==> config.mk <==
export PLATFORM = sky130hd
export DESIGN_NAME = blk_fifo
export DESIGN_NICKNAME = d
export VERILOG_FILES = /design/src/blk_fifo.sv
export VERILOG_INCLUDE_DIRS = /design/src
export SDC_FILE = /design/constraint.sdc
export NUM_CORES = 1
export LEC_CHECK = 0
export BUFFER_PORTS_ARGS = -buffer_cell sky130_fd_sc_hd__buf_2
export CORE_AREA = 3 3 40 42
export CTS_CLUSTER_SIZE = 28
export DETAILED_ROUTE_END_ITERATION = 7
export DIE_AREA = 0 0 43 45
export PLACE_DENSITY_LB_ADDON = 0.1
export SLEW_MARGIN = 5
export SYNTH_ARGS = -nofsm -noshare
export SYNTH_HDL_FRONTEND = slang
export SYNTH_SLANG_ARGS = --single-unit
==> constraint.sdc <==
create_clock -name clk -period 4.26 [get_ports clk]
set_input_delay 0.426 -clock clk [delete_from_list [all_inputs] [get_ports clk]]
set_output_delay 0.426 -clock clk [all_outputs]
set_load 0.02 [all_outputs]
==> src/blk_consts.svh <==
// Block-cost engine constants
// Pixel, weight and cost widths, block geometry, group size and FIFO depth

`ifndef BLK_CONSTS_SVH
`define BLK_CONSTS_SVH

// ---------------------------------------------------------------------------
// Pixel side
// ---------------------------------------------------------------------------
`define BLK_PIX_W       8
// Edge of the square block, 16 positions in all
`define BLK_N           4
// Candidates compared per group
`define BLK_CAND_N      4
`define BLK_FIFO_DEPTH  4

// ---------------------------------------------------------------------------
// Cost side
// ---------------------------------------------------------------------------
// Signed per-position weight
`define BLK_WEIGHT_W    16
`define BLK_COST_W      32

`endif

==> src/blk_fifo.sv <==
// Show-ahead FIFO with a type-parameter payload
// Full and empty are levels, a push while full is dropped and flagged

`timescale 1ns/100ps

`include "blk_consts.svh"

module blk_fifo #(
    parameter type T = logic
) (
    input  logic clk,
    input  logic rst_n,
    input  logic push_i,
    input  T     data_i,
    input  logic pop_i,
    output T     data_o,
    output logic full_o,
    output logic empty_o,
    output logic overflow_o
);

    localparam int unsigned DEPTH = `BLK_FIFO_DEPTH;
    localparam int unsigned PTR_W = (DEPTH > 1) ? $clog2(DEPTH) : 1;
    localparam int unsigned CNT_W = $clog2(DEPTH + 1);
    localparam logic [PTR_W-1:0] PTR_LAST = PTR_W'(DEPTH - 1);
    localparam logic [CNT_W-1:0] CNT_FULL = CNT_W'(DEPTH);

    T                 mem [DEPTH];
    logic [PTR_W-1:0] wr_ptr;
    logic [PTR_W-1:0] rd_ptr;
    logic [CNT_W-1:0] count;
    logic             wr_en;
    logic             rd_en;
    logic             ovf_q;

    assign full_o  = (count == CNT_FULL);
    assign empty_o = (count == '0);
    assign wr_en   = push_i && !full_o;
    assign rd_en   = pop_i && !empty_o;

    // ---------------------------------------------------------------------------
    // Pointers and occupancy
    // ---------------------------------------------------------------------------
    always_ff @(posedge clk or negedge rst_n) begin
        if (!rst_n) begin
            wr_ptr <= '0;
            rd_ptr <= '0;
            count  <= '0;
        end else begin
            if (wr_en) begin
                wr_ptr <= (wr_ptr == PTR_LAST) ? '0 : wr_ptr + 1'b1;
            end
            if (rd_en) begin
                rd_ptr <= (rd_ptr == PTR_LAST) ? '0 : rd_ptr + 1'b1;
            end
            // Push and pop together leave the count unchanged
            if (wr_en && !rd_en) begin
                count <= count + 1'b1;
            end else if (rd_en && !wr_en) begin
                count <= count - 1'b1;
            end
        end
    end

    always_ff @(posedge clk) begin
        if (wr_en) begin
            mem[wr_ptr] <= data_i;
        end
    end

    // Sticky until reset
    always_ff @(posedge clk or negedge rst_n) begin
        if (!rst_n) begin
            ovf_q <= 1'b0;
        end else if (push_i && full_o) begin
            ovf_q <= 1'b1;
        end
    end

    // Head entry is visible whenever the FIFO is not empty
    assign data_o     = mem[rd_ptr];
    assign overflow_o = ovf_q;

endmodule

==> flow_metrics.py <==
metrics = {
    "floorplanning": {
        "initial_utilization_pct": 49.9,
        "fp.dieArea_um2": 1940,
        "core_um2": 1280,
        "die_x_um": 43,
        "die_h_um": 45,
        "pin_count": 9,
        "rows": 13,
    },
    "drt": {
        "vias": 356,
        "wirelength_um": 885,
        "ant_nets": 0,
        "wl_per_cell_um": 12.5,
        "viasPerCell": 5.01,
        "drc_errors": 0,
        "first_pass_iters": 1,
        "first_iter_violations": 0,
    },
    "global_route": {
        "grt_util_all_layers_pct": 11.8,
        "grt_start_max_net_pins": 9,
        "grt_first_pass_wirelength_um": 1640,
        "antenna_found_initial": 0,
        "grt_overflow": 0,
        "grt_pass1_vias": 366,
    },
    "worst_setup_path": {
        "r2r_setup_slack_ns": 2.21,
        "cp.arrival_ns": 2.24,
        "cpPeakStageDelay_ns": 0.41,
        "cp.depth": 8,
        "cp_cell_sequence": "nor3b_4 > nor2b_2 > ha_1 > inv_1 > fa_1 > xor2_1 > nor2_1 > xor2_1",
        "cp-startpoint": "count[2]",
        "critPathMaxFanout": 7,
        "cp_slowest_cell": "dfrtp_1",
        "crit_top_cell": "xor2_1",
        "endpoint": "count[2]",
        "path_class": "flop to flop",
        "reg2reg_from": "count[2]",
        "worstPathRequired_ns": 4.45,
        "end_kind": "flop",
        "reg2regPathDepth": 8,
        "crit_buf_inv": 1,
        "crit_family": "adder cells",
        "r2r_end": "count[2]",
        "cp-start-kind": "flop",
    },
    "cts": {
        "root_buffer": "clkbuf_4",
        "clk_pin_slew_ns": 0.07,
        "cts_made_buffers": 3,
        "clk_latency_ns": 0.27,
        "cts_max_path_buffers": 2,
        "htreeDepth": 1,
        "cts.sinks": 12,
        "cts_tree": "yes",
    },
    "sta": {
        "worst_slew_pin_slew_ns": 0.304,
        "hold_viol_final": 0,
        "fin_crit_ns": 2.05,
        "max_freq_mhz": 488,
        "max_slew_margin_pct": 79.6,
        "setup_viol": 0,
        "fin_worst_skew_ns": 0.00143,
        "finalMaxSlewViolations": 0,
        "finalSetupTns_ns": 0,
        "rsz0062_at_grt": "false",
        "min_period_over_period_pct": 48.1,
    },
    "synth": {
        "synth_flop_cell": "dfrtp_1",
        "ys_seq_elements": 12,
        "synth-async-reset-ratio_pct": 66.7,
        "ys_types": 19,
        "synthTopCellsByArea": "dfrtp_1 31%, edfxtp_1 19%, ha_1 12%, mux2_4 4.7%, and2_1 3.9%",
        "synth_edf_count": 4,
        "synth_nets": 56,
        "syn_avg_cell_area_um2": 14.6,
        "yosys_warnings": 0,
        "syn-instance-count": 44,
        "synth_top_area_cell": "dfrtp_1",
        "yosysTopAreaCellShare_pct": 31.3,
        "yosysSeqAreaShare_pct": 50.0,
        "syn_area_um2": 641,
    },
    "final_layout": {
        "final_util_pct": 56.4,
        "multi_input_area_um2": 298,
        "drive_gt1_share_pct": 32.1,
        "n_fill_cell": 102,
        "fin_area_um2": 724,
        "nets": 69,
        "register_area_um2": 320,
        "finalNonFillerCells": 71,
        "antenna_cells": 0,
        "area_delta_synth_final_pct": 13.1,
    },
    "min_path": {
        "hold_path.class": "primary input to flop",
    },
    "power": {
        "p_leak_nw": 0.332,
        "finalPower_mw": 0.517,
        "power.density_nw_per_um2": 714,
        "peakVddDrop_mv": 0.331,
    },
    "job": {
        "drv_cap": 0,
    },
    "placed_design": {
        "hpwlAfterDp_um": 737,
        "dp_cells": 66,
        "dpl_cell_area_um2": 688,
        "gp_congestion": 0.772,
        "port_buffers": 8,
    },
    "status": {
        "status": "complete, no violations",
    },
}
==> worst min path at each step <==
stage	startpoint	to	slack (ns)	cells after the start
6_report	push_i	overflow_o	0.37	2
5_1_grt	data_i	mem[1]	0.37	1
4_1_cts	push_i	overflow_o	0.38	2
3_5_place_dp	rst_n	rd_ptr[0]	0.28	1
3_3_place_gp	rst_n	wr_ptr[0]	0.28	1
2_1_floorplan	rst_n	count[0]	0.13	0
==> cell usage after synthesis (2+ instances only) <==
cell type	n
xor2_1	2
inv_1	3
mux2_4	2
and2_1	4
ha_1	6
nor2_1	3
edfxtp_1	4
dfrtp_1	8
mux2_1	2
==> layout by cell type, fill, tap and decap left out, types with 2 or more instances in the layout <==
master / n
dfrtp_1: 8
buf_2: 8
ha_1: 6
and2_1: 4
edfxtp_1: 4
inv_1: 3
nor2_1: 3
clkbuf_4: 3
mux2_4: 2
mux2_1: 2
xor2_1: 2
==> cells by family after synthesis <==
group	Yosys count	share of synthesized area (%)
DFF	12	50.0
and+or+nand+nor	11	12.9
adders and majority gates	7	14.8
muxes	6	13.5
buffers and inverters	4	3.52
xor gates and xnor gates	3	4.10
AOI/OAI and AO/OA	1	1.17
==> per-layer routing <==
layer | up-vias | track usage (%) | share of wire (%)
li1 | 173 | - | -
met1 | 174 | 15.0 | 40
met2 | 7 | 20.4 | 54
met3 | 2 | 2.39 | 4.3
met4 | 0 | 3.61 | 0.90
met5 | - | 0 | 0
==> where the power goes <==
part	internal, mW	switching, mW
clock network	0.0338	0.0359
logic	0.123	0.105
registers	0.169	0.0504
==> per-stage QoR <==
stage               hold slack (ns)  setup WS, ns
finish                        0.372          2.21
global route                  0.374          2.00
CTS                           0.376          2.19
detailed placement            0.280          2.22
global placement              0.275          2.28
floorplan                     0.130          1.93
==> timing repair <==
action | CTS | global route
hold buffers | 1 | 0
setup endpoints to repair | 0 | 0
buffers inserted | 0 | 0
hold endpoints to repair | 8 | 0
resized for setup | 0 | 0
==> worst reg2reg max path: stages, from the launching register on <==
cell,delay (ns)
dfrtp_1,0.41
nor3b_4,0.17
nor2b_2,0.29
ha_1,0.24
inv_1,0.06
fa_1,0.38
xor2_1,0.15
nor2_1,0.11
xor2_1,0.16
==> final cells by class <==
type                    count  share of cell area (%)
clock buffers               3                    3.11
clock inverters             1                   0.518
inverters                   3                    1.55
multi-input cells          28                    41.1
flip-flops and latches     12                    44.2
well taps                  15                    2.59
repair buffers              9                    6.91
==> registers in the layout (all words and copies together) (netlist names) <==
signal	cells
count	3
mem	4
overflow_o	1
rd_ptr	2
wr_ptr	2
Power figures use the tool's default switching activity.
