--- src/blk_consts.svh ---
// Block-cost engine constants
// Pixel, weight and cost widths, block geometry, group size and FIFO depth

`ifndef BLK_CONSTS_SVH
`define BLK_CONSTS_SVH

// ---------------------------------------------------------------------------
// Pixel side
// ---------------------------------------------------------------------------
`define BLK_PIX_W       8
// Edge of the square block, 16 positions in all
`define BLK_N           4
// Candidates compared per group
`define BLK_CAND_N      4
`define BLK_FIFO_DEPTH  4

// ---------------------------------------------------------------------------
// Cost side
// ---------------------------------------------------------------------------
// Signed per-position weight
`define BLK_WEIGHT_W    16
`define BLK_COST_W      32

`endif

--- src/blk_pkg.sv ---
// Pixel-side types of the block-cost engine
// Pixels, rows, whole blocks and the tagged entry held by the FIFO

package blk_pkg;

    `include "blk_consts.svh"

    // One unsigned pixel
    typedef logic [`BLK_PIX_W-1:0] pixel_t;

    // Position 0 sits in the lowest lane
    typedef pixel_t [`BLK_N-1:0] pix_row_t;

    // Raster order, pixel k is row k/4 and column k%4
    typedef pix_row_t [`BLK_N-1:0] pix_blk_t;

    // Candidate number within a group
    typedef logic [$clog2(`BLK_CAND_N)-1:0] cand_idx_t;

    // Finished block with its candidate tag
    typedef struct packed {
        pix_blk_t  blk;
        cand_idx_t idx;
    } blk_entry_t;

endpackage

--- src/blk_row_packer.sv ---
// Row packer
// Collects four row strobes into one block, tags it and pushes it

`timescale 1ns/100ps

`include "blk_consts.svh"

module blk_row_packer (
    input  logic                  clk,
    input  logic                  rst_n,
    input  logic                  row_stb_i,
    input  blk_pkg::pix_row_t     row_i,
    output logic                  push_o,
    output blk_pkg::blk_entry_t   entry_o
);

    localparam int unsigned ROW_W = $clog2(`BLK_N);
    localparam logic [ROW_W-1:0] ROW_LAST = ROW_W'(`BLK_N - 1);
    localparam blk_pkg::cand_idx_t TAG_LAST = blk_pkg::cand_idx_t'(`BLK_CAND_N - 1);

    logic [ROW_W-1:0]     row_cnt;
    blk_pkg::pix_blk_t    blk_q;
    blk_pkg::cand_idx_t   tag_q;
    logic                 push_q;

    // ---------------------------------------------------------------------------
    // Row counter and push strobe
    // ---------------------------------------------------------------------------
    always_ff @(posedge clk or negedge rst_n) begin
        if (!rst_n) begin
            row_cnt <= '0;
            push_q  <= 1'b0;
        end else begin
            push_q <= 1'b0;
            if (row_stb_i) begin
                if (row_cnt == ROW_LAST) begin
                    row_cnt <= '0;
                    push_q  <= 1'b1;
                end else begin
                    row_cnt <= row_cnt + 1'b1;
                end
            end
        end
    end

    // Block payload, one row per strobe
    always_ff @(posedge clk) begin
        if (row_stb_i) begin
            blk_q[row_cnt] <= row_i;
        end
    end

    // Tag advances once the pushed entry has been taken
    always_ff @(posedge clk or negedge rst_n) begin
        if (!rst_n) begin
            tag_q <= '0;
        end else if (push_q) begin
            if (tag_q == TAG_LAST) begin
                tag_q <= '0;
            end else begin
                tag_q <= tag_q + 1'b1;
            end
        end
    end

    assign push_o      = push_q;
    assign entry_o.blk = blk_q;
    assign entry_o.idx = tag_q;

endmodule

--- config.mk ---
export PLATFORM = sky130hd
export DESIGN_NAME = blk_row_packer
export DESIGN_NICKNAME = d
export VERILOG_FILES = /design/src/blk_pkg.sv /design/src/blk_row_packer.sv
export VERILOG_INCLUDE_DIRS = /design/src
export SDC_FILE = /design/constraint.sdc
export NUM_CORES = 1
export LEC_CHECK = 0
export BUFFER_PORTS_ARGS = -buffer_cell sky130_fd_sc_hd__clkbuf_2
export CORE_MARGIN = 8
export CORE_UTILIZATION = 43
export CTS_CLUSTER_SIZE = 8
export DETAILED_ROUTE_END_ITERATION = 10
export GPL_ROUTABILITY_DRIVEN = 0
export PLACE_DENSITY_LB_ADDON = 0.1
export SLEW_MARGIN = 20
export SYNTH_ARGS = -nofsm -noshare
export SYNTH_HDL_FRONTEND = slang
export SYNTH_SLANG_ARGS = --single-unit
--- constraint.sdc ---
create_clock -name clk -period 1.4 [get_ports clk]
set_input_delay 0.07 -clock clk [delete_from_list [all_inputs] [get_ports clk]]
set_output_delay 0.07 -clock clk [all_outputs]
set_load 0.01 [all_outputs]
==> results of run 1 <==
==> cell families after synthesis <==
group / Yosys count / synth area share, %
AOI/OAI and AO/OA: 2 / 0.2431
adders and majority gates: 5 / 1.519
buffers and inverters: 2 / 0.1824
DFF: 133 / 96.38
muxes: 2 / 0.5469
and+or+nand+nor: 7 / 1.124
==> cells in the final DEF, fill, tap and decap left out, types with 2 or more instances in the layout <==
master / count
dlygate4sd3_1: 35
dfrtp_1: 5
bufinv_16: 3
clkinvlp_4: 3
buf_4: 2
clkbuf_16: 16
inv_1: 2
edfxtp_1: 128
and2_4: 3
clkbuf_2: 165
o21ai_0: 2
buf_12: 8
ha_1: 5
mux2_2: 2
inv_6: 5
clkinv_2: 2
==> area by class of cell <==
class,count,area share (%)
flip-flops and latches,133,63.73
repair buffers,210,21.70
multi-input cells,16,2.331
clock inverters,14,2.813
clock buffers,18,6.711
well taps,129,2.592
inverters,2,0.1206
==> through the flow <==
stage,hold slack [ns],total power (µW),cell area [µm²]
global route,0.3310,11840,6227
detailed placement,-0.09808,7094,5284
global placement,-0.1043,7070,5284
CTS,0.3244,11500,6227
floorplan,-0.2256,6011,4121
finish,0.3430,11390,6227
==> routing by layer <==
layer | track usage, % | vias up | share of wire [%]
met2 | 24.54 | 110 | 50
met5 | 0 | - | 0
met3 | 6.550 | 6 | 9.6
met1 | 16.50 | 1124 | 40
met4 | 4.170 | 0 | 0.78
li1 | - | 1061 | -
==> worst min path at each step <==
stage	startpoint	end	slack, ns	cells past startpoint
2_1_floorplan	rst_n	push_o$_DFF_PN0_	-0.23	0
3_3_place_gp	rst_n	tag_q[1]$_DFFE_PN0P_	-0.10	1
3_5_place_dp	rst_n	push_o$_DFF_PN0_	-0.1	1
4_1_cts	row_i[30]	entry_o[128]$_DFFE_PP_	0.32	2
5_1_grt	row_i[10]	entry_o[76]$_DFFE_PP_	0.33	2
6_report	row_i[16]	entry_o[50]$_DFFE_PP_	0.34	2
==> power groups by stage <==
stage               Clock (µW)  Sequential [µW]  Combinational [µW]
finish                    4330             5320                1740
global route              4570             5370                1900
CTS                       4400             5320                1770
detailed placement           0             5400                1690
global placement             0             5400                1670
floorplan                    0             5630                 384
==> state kept, by name (all words and copies together) (netlist names) <==
signal	flops
entry_o	128
row_cnt	2
tag_q	2
push_o	1
==> worst register-to-register path, stage by stage (launching register included) <==
cell and delay, ns:
dfrtp_1 0.41, ha_1 0.22, and2_2 0.23, buf_4 0.20
==> impl_metrics.toml, run 1 <==
[status]
status = "finished, final reports clean"

[power]
netSwitchingPower_uw = 2810
p_per_area_nw_per_um2 = 1829
pwr-share-clk_pct = 38.0
p_sw_share_pct = 24.68
p_int_uw = 8578
p_leak_uw = 0.002514
vdd_drop_max_uv = 927.7
p_seq_share_pct = 46.7
combPwrFrac_pct = 15.3

[run]
maxCapViolCount = 0

[logic_synthesis]
ys_ff_latch = 133
synthTopCellsByCount = "edfxtp_1, dfrtp_1, ha_1"
ys_types = 10
syn_inst = 151
synth_nets = 191
yosysTopAreaCellShare_pct = 93.35
avgSynthCellArea_um2 = 27.27
synth_area_um2 = 4118
ys_seq_area_share_pct = 96.38
synth_flop_cell = "edfxtp_1"
yosys_warnings = 0
synth-edff-count = 128
async_flop_share_pct = 3.759
yosys-top-cells-area = "edfxtp_1, dfrtp_1, ha_1"
synth.most_common_cell = "edfxtp_1"
synth.largest_area_cell = "edfxtp_1"

[timing]
tightest_slew_ns = 0.2661
rsz0062_at_grt = "false"
finalCritPeriodShare_pct = 93.66
max_slew_margin_pct = 82.20
final.min_clock_period_ns = 1.311
maxSlewViolCount = 0
finalHoldViolations = 0
setup_viol = 0
finalSetupTns_ns = 0
fin_skew_ns = 0.006411
setup_ws_ns = 0.08876
fmax_mhz = 762.6

[final_layout]
syn2layout_area_growth_pct = 51.23
multi_input_area_um2 = 145.1
postLayoutCoreUtil_pct = 67.08
nFillCells = 643
final_nets = 420
stdcell_count = 522
diodes = 0
seq_area_um2 = 3969
drive_gt1_share_pct = 53.94

[die]
die_h_um = 113.9
rows = 35
ioPinCount = 166
chipWidth_um = 113.9
core_area_um2 = 9284
die-area_um2 = 12960
start_util_pct = 44.35

[clocking]
cts_tree = "yes"
cts_resized = 0
clkLatencyLatePin_ns = 0.48
cts.htree.levels = 4
cts.hold.buffers_added = 35
cts_buffers = 17
clk_pin_slew_ns = 0.06
postCtsSetupBuffers = 0
clock_sink_count = 133
cts_buffer_depth = 2
cts-root-buf = "clkbuf_8"

[drt]
ant_nets = 0
drt-initial-drc-count = 94
viasPerCell = 4.408
dr.pass1.iters = 4
post_drt_wl_per_cell_um = 18.27
routed_wl_mm = 9.539
drc = 0
dr_total_vias = 2301

[critical_path]
slowest_stage = "dfrtp_1"
worst-path-stages = 3
endpoint = "entry_o[121]$_DFFE_PP_"
r2r_end = "entry_o[121]$_DFFE_PP_"
startpoint = "row_cnt[0]$_DFFE_PN0P_"
cp_max_fo = 10
arrival_ns = 1.54
cp_top_family = "flip-flops"
r2r-start = "row_cnt[0]$_DFFE_PN0P_"
crit_type = "flop to flop"
slowest_delay_ns = 0.41
reg2reg_slack_ns = 0.09
path_cells = "ha_1 -> and2_2 -> buf_4"
critPathLaunchType = "flop"
reg2reg_depth = 3
cp_num_buf_inv = 1
cp.required_ns = 1.63
critPathCaptureType = "flop"

[worst_hold_path]
hp-class = "input port to flop"

[grt]
grtUsageTotal_pct = 14.63
grt_max_degree = 22
antenna_found_initial = 0
grt_overflow_total = 0
grt_pass1_vias = 2504
grt_pass1_wl_mm = 14.21

[placement]
io_buffers = 165
dp_slack_ns = 0.09003
dp.cells = 455
dp_hpwl_mm = 6.744
(Power assumes the default switching activity.)
==> run 2, diff against run 1 <==
- PLACE_DENSITY: unset -> 0.75
- PLACE_DENSITY_LB_ADDON: 0.1 -> unset
- RECOVER_POWER: unset -> 100
- clock period: 1.4 -> 1.2 ns (I/O delays scaled with it)
==> run 2 against run 1 <==
Largest cell class unchanged. Sequential share of layout area is 0.49 points higher. Maximum frequency rose by 2.8%. Utilization fell by 0.51 points. The flow now finishes with violations (negative setup slack). Critical path type unchanged. Critical endpoint is now entry_o[43]$_DFFE_PP_.
==> impl_metrics.toml, run 2 (synthesis gave the netlist of run 1 again) <==
[grt]
grt_busiest_layer = "met2"
grt_pass1_vias = 2559
grt_max_degree = 17
grtUsageMet2_pct = 25.56
grt_overflow_total = 0
met1_usage_pct = 16.57
grt_pass1_wl_mm = 14.75
antenna_found_initial = 0
grtUsageTotal_pct = 15.43
grt_use_met3_pct = 7.713

[status]
violations = "negative setup slack"
status = "finished with violations"

[critical_path]
arrival_ns = 1.48
crit_type = "flop to flop"
critPathLaunchType = "flop"
cp_max_fo = 11
cp.required_ns = 1.41
critPathCaptureType = "flop"

[timing]
fmax_mhz = 784.1
final.min_clock_period_ns = 1.275
max_slew_margin_pct = 81.47
finalCritPeriodShare_pct = 106.3
setup_viol = 128
maxSlewViolCount = 0
rsz0062_at_grt = "true"
finalHoldViolations = 0
finalSetupTns_ns = -6.675
tightest_slew_ns = 0.2779
setup_ws_ns = -0.07543
fin_skew_ns = 0.005218

[final_layout]
diodes = 0
postLayoutCoreUtil_pct = 66.56
drive_gt1_share_pct = 30.81
fin_area_um2 = 6180
largest_reg_flops = 128
seq_area_um2 = 3969
syn2layout_area_growth_pct = 50.08
final_common_cell = "edfxtp_1"
final_cell_mix = "edfxtp_1, clkbuf_1, clkbuf_2"
stdcell_count = 525
multi_input_area_um2 = 146.4
nFillCells = 677
final_nets = 424

[worst_hold_path]
hp-class = "input port to flop"

[die]
die-area_um2 = 12960
core_area_um2 = 9284
chipWidth_um = 113.9
ioPinCount = 166
die_h_um = 113.9
rows = 35
start_util_pct = 44.35

[run]
maxCapViolCount = 0

[clocking]
clk_pin_slew_ns = 0.06
cts.htree.levels = 4
clkLatencyLatePin_ns = 0.50
cts_buffers = 17
cts_buffer_depth = 2
clock_sink_count = 133
cts_tree = "yes"
cts-root-buf = "clkbuf_8"

[placement]
dp_hpwl_mm = 6.940
dpl-instance-area_um2 = 5338
dp.cells = 457
io_buffers = 165
dp_slack_ns = -0.1040

[power]
p_per_area_nw_per_um2 = 2162
vdd_drop_max_uv = 1083
p_leak_uw = 0.002271

[drt]
drt-initial-drc-count = 131
routed_wl_mm = 9.978
dr_total_vias = 2345
drc = 0
post_drt_wl_per_cell_um = 19.01
dr.pass1.iters = 6
viasPerCell = 4.467
ant_nets = 0
[run 2: cell types whose count changed in the layout (fill, tap and decap cells not counted), sizes merged]
cell,change
clkbuf,+2
clkinv,+2
buf,+4
inv,-5
clkinvlp,-1
bufinv,+1
[run 2: worst max-delay path, stage by stage (launching register included)]
cell and delay, ns:
dfrtp_1 0.41, inv_2 0.09, ha_1 0.15, and2_4 0.19, buf_12 0.15
[run 2: area by class of cell]
class	instances	area share, %
flip-flops and latches	133	64.22
inverters	2	0.1215
repair buffers	214	21.22
clock inverters	11	2.571
clock buffers	20	6.884
well taps	129	2.612
multi-input cells	16	2.369
[run 2: final timing paths]
kind                                   startpoint                     end  slack, ns  depth (start not counted)
hold / removal                          row_i[25]  entry_o[123]$_DFFE_PP_       0.38                          2
hold reg to reg              tag_q[1]$_DFFE_PN0P_    tag_q[1]$_DFFE_PN0P_       0.54                          1
max in group asynchronous                   rst_n  row_cnt[1]$_DFFE_PN0P_       0.51                          3
setup / recovery           row_cnt[1]$_DFFE_PN0P_   entry_o[43]$_DFFE_PP_      -0.08                          4
min in group asynchronous                   rst_n        push_o$_DFF_PN0_       0.48                          3
setup reg to reg           row_cnt[1]$_DFFE_PN0P_   entry_o[43]$_DFFE_PP_      -0.08                          4
[run 2: per-layer routing]
| metal | routed length, µm | vias up |
|---|---|---|
| met2 | 5121 | 116 |
| met4 | 97 | 0 |
| met1 | 3796 | 1144 |
| met3 | 964 | 8 |
| li1 | - | 1077 |
| met5 | 0 | - |
[run 2: where the power goes]
| part | switching [µW] | internal (µW) | total (µW) |
|---|---|---|---|
| Sequential | 245 | 5950 | 6200 |
| Combinational | 1210 | 903 | 2120 |
| Clock | 1720 | 3330 | 5050 |
| Total | 3170 | 10200 | 13400 |
[run 2: what timing repair did]
action,in CTS,in global routing
hold buffers,35,0
endpoints found under the hold margin,135,0
resized for setup,2,0
setup buffers,0,2
setup endpoints to repair,128,129
[run 2: stage by stage]
| stage | total power [µW] | hold WS [ns] |
|---|---|---|
| after floorplan | 7018 | -0.2356 |
| final | 13360 | 0.3753 |
| after global routing | 13870 | 0.3685 |
| after global placement | 8315 | -0.1080 |
| after detailed placement | 8363 | -0.1047 |
| after CTS | 13520 | 0.3044 |
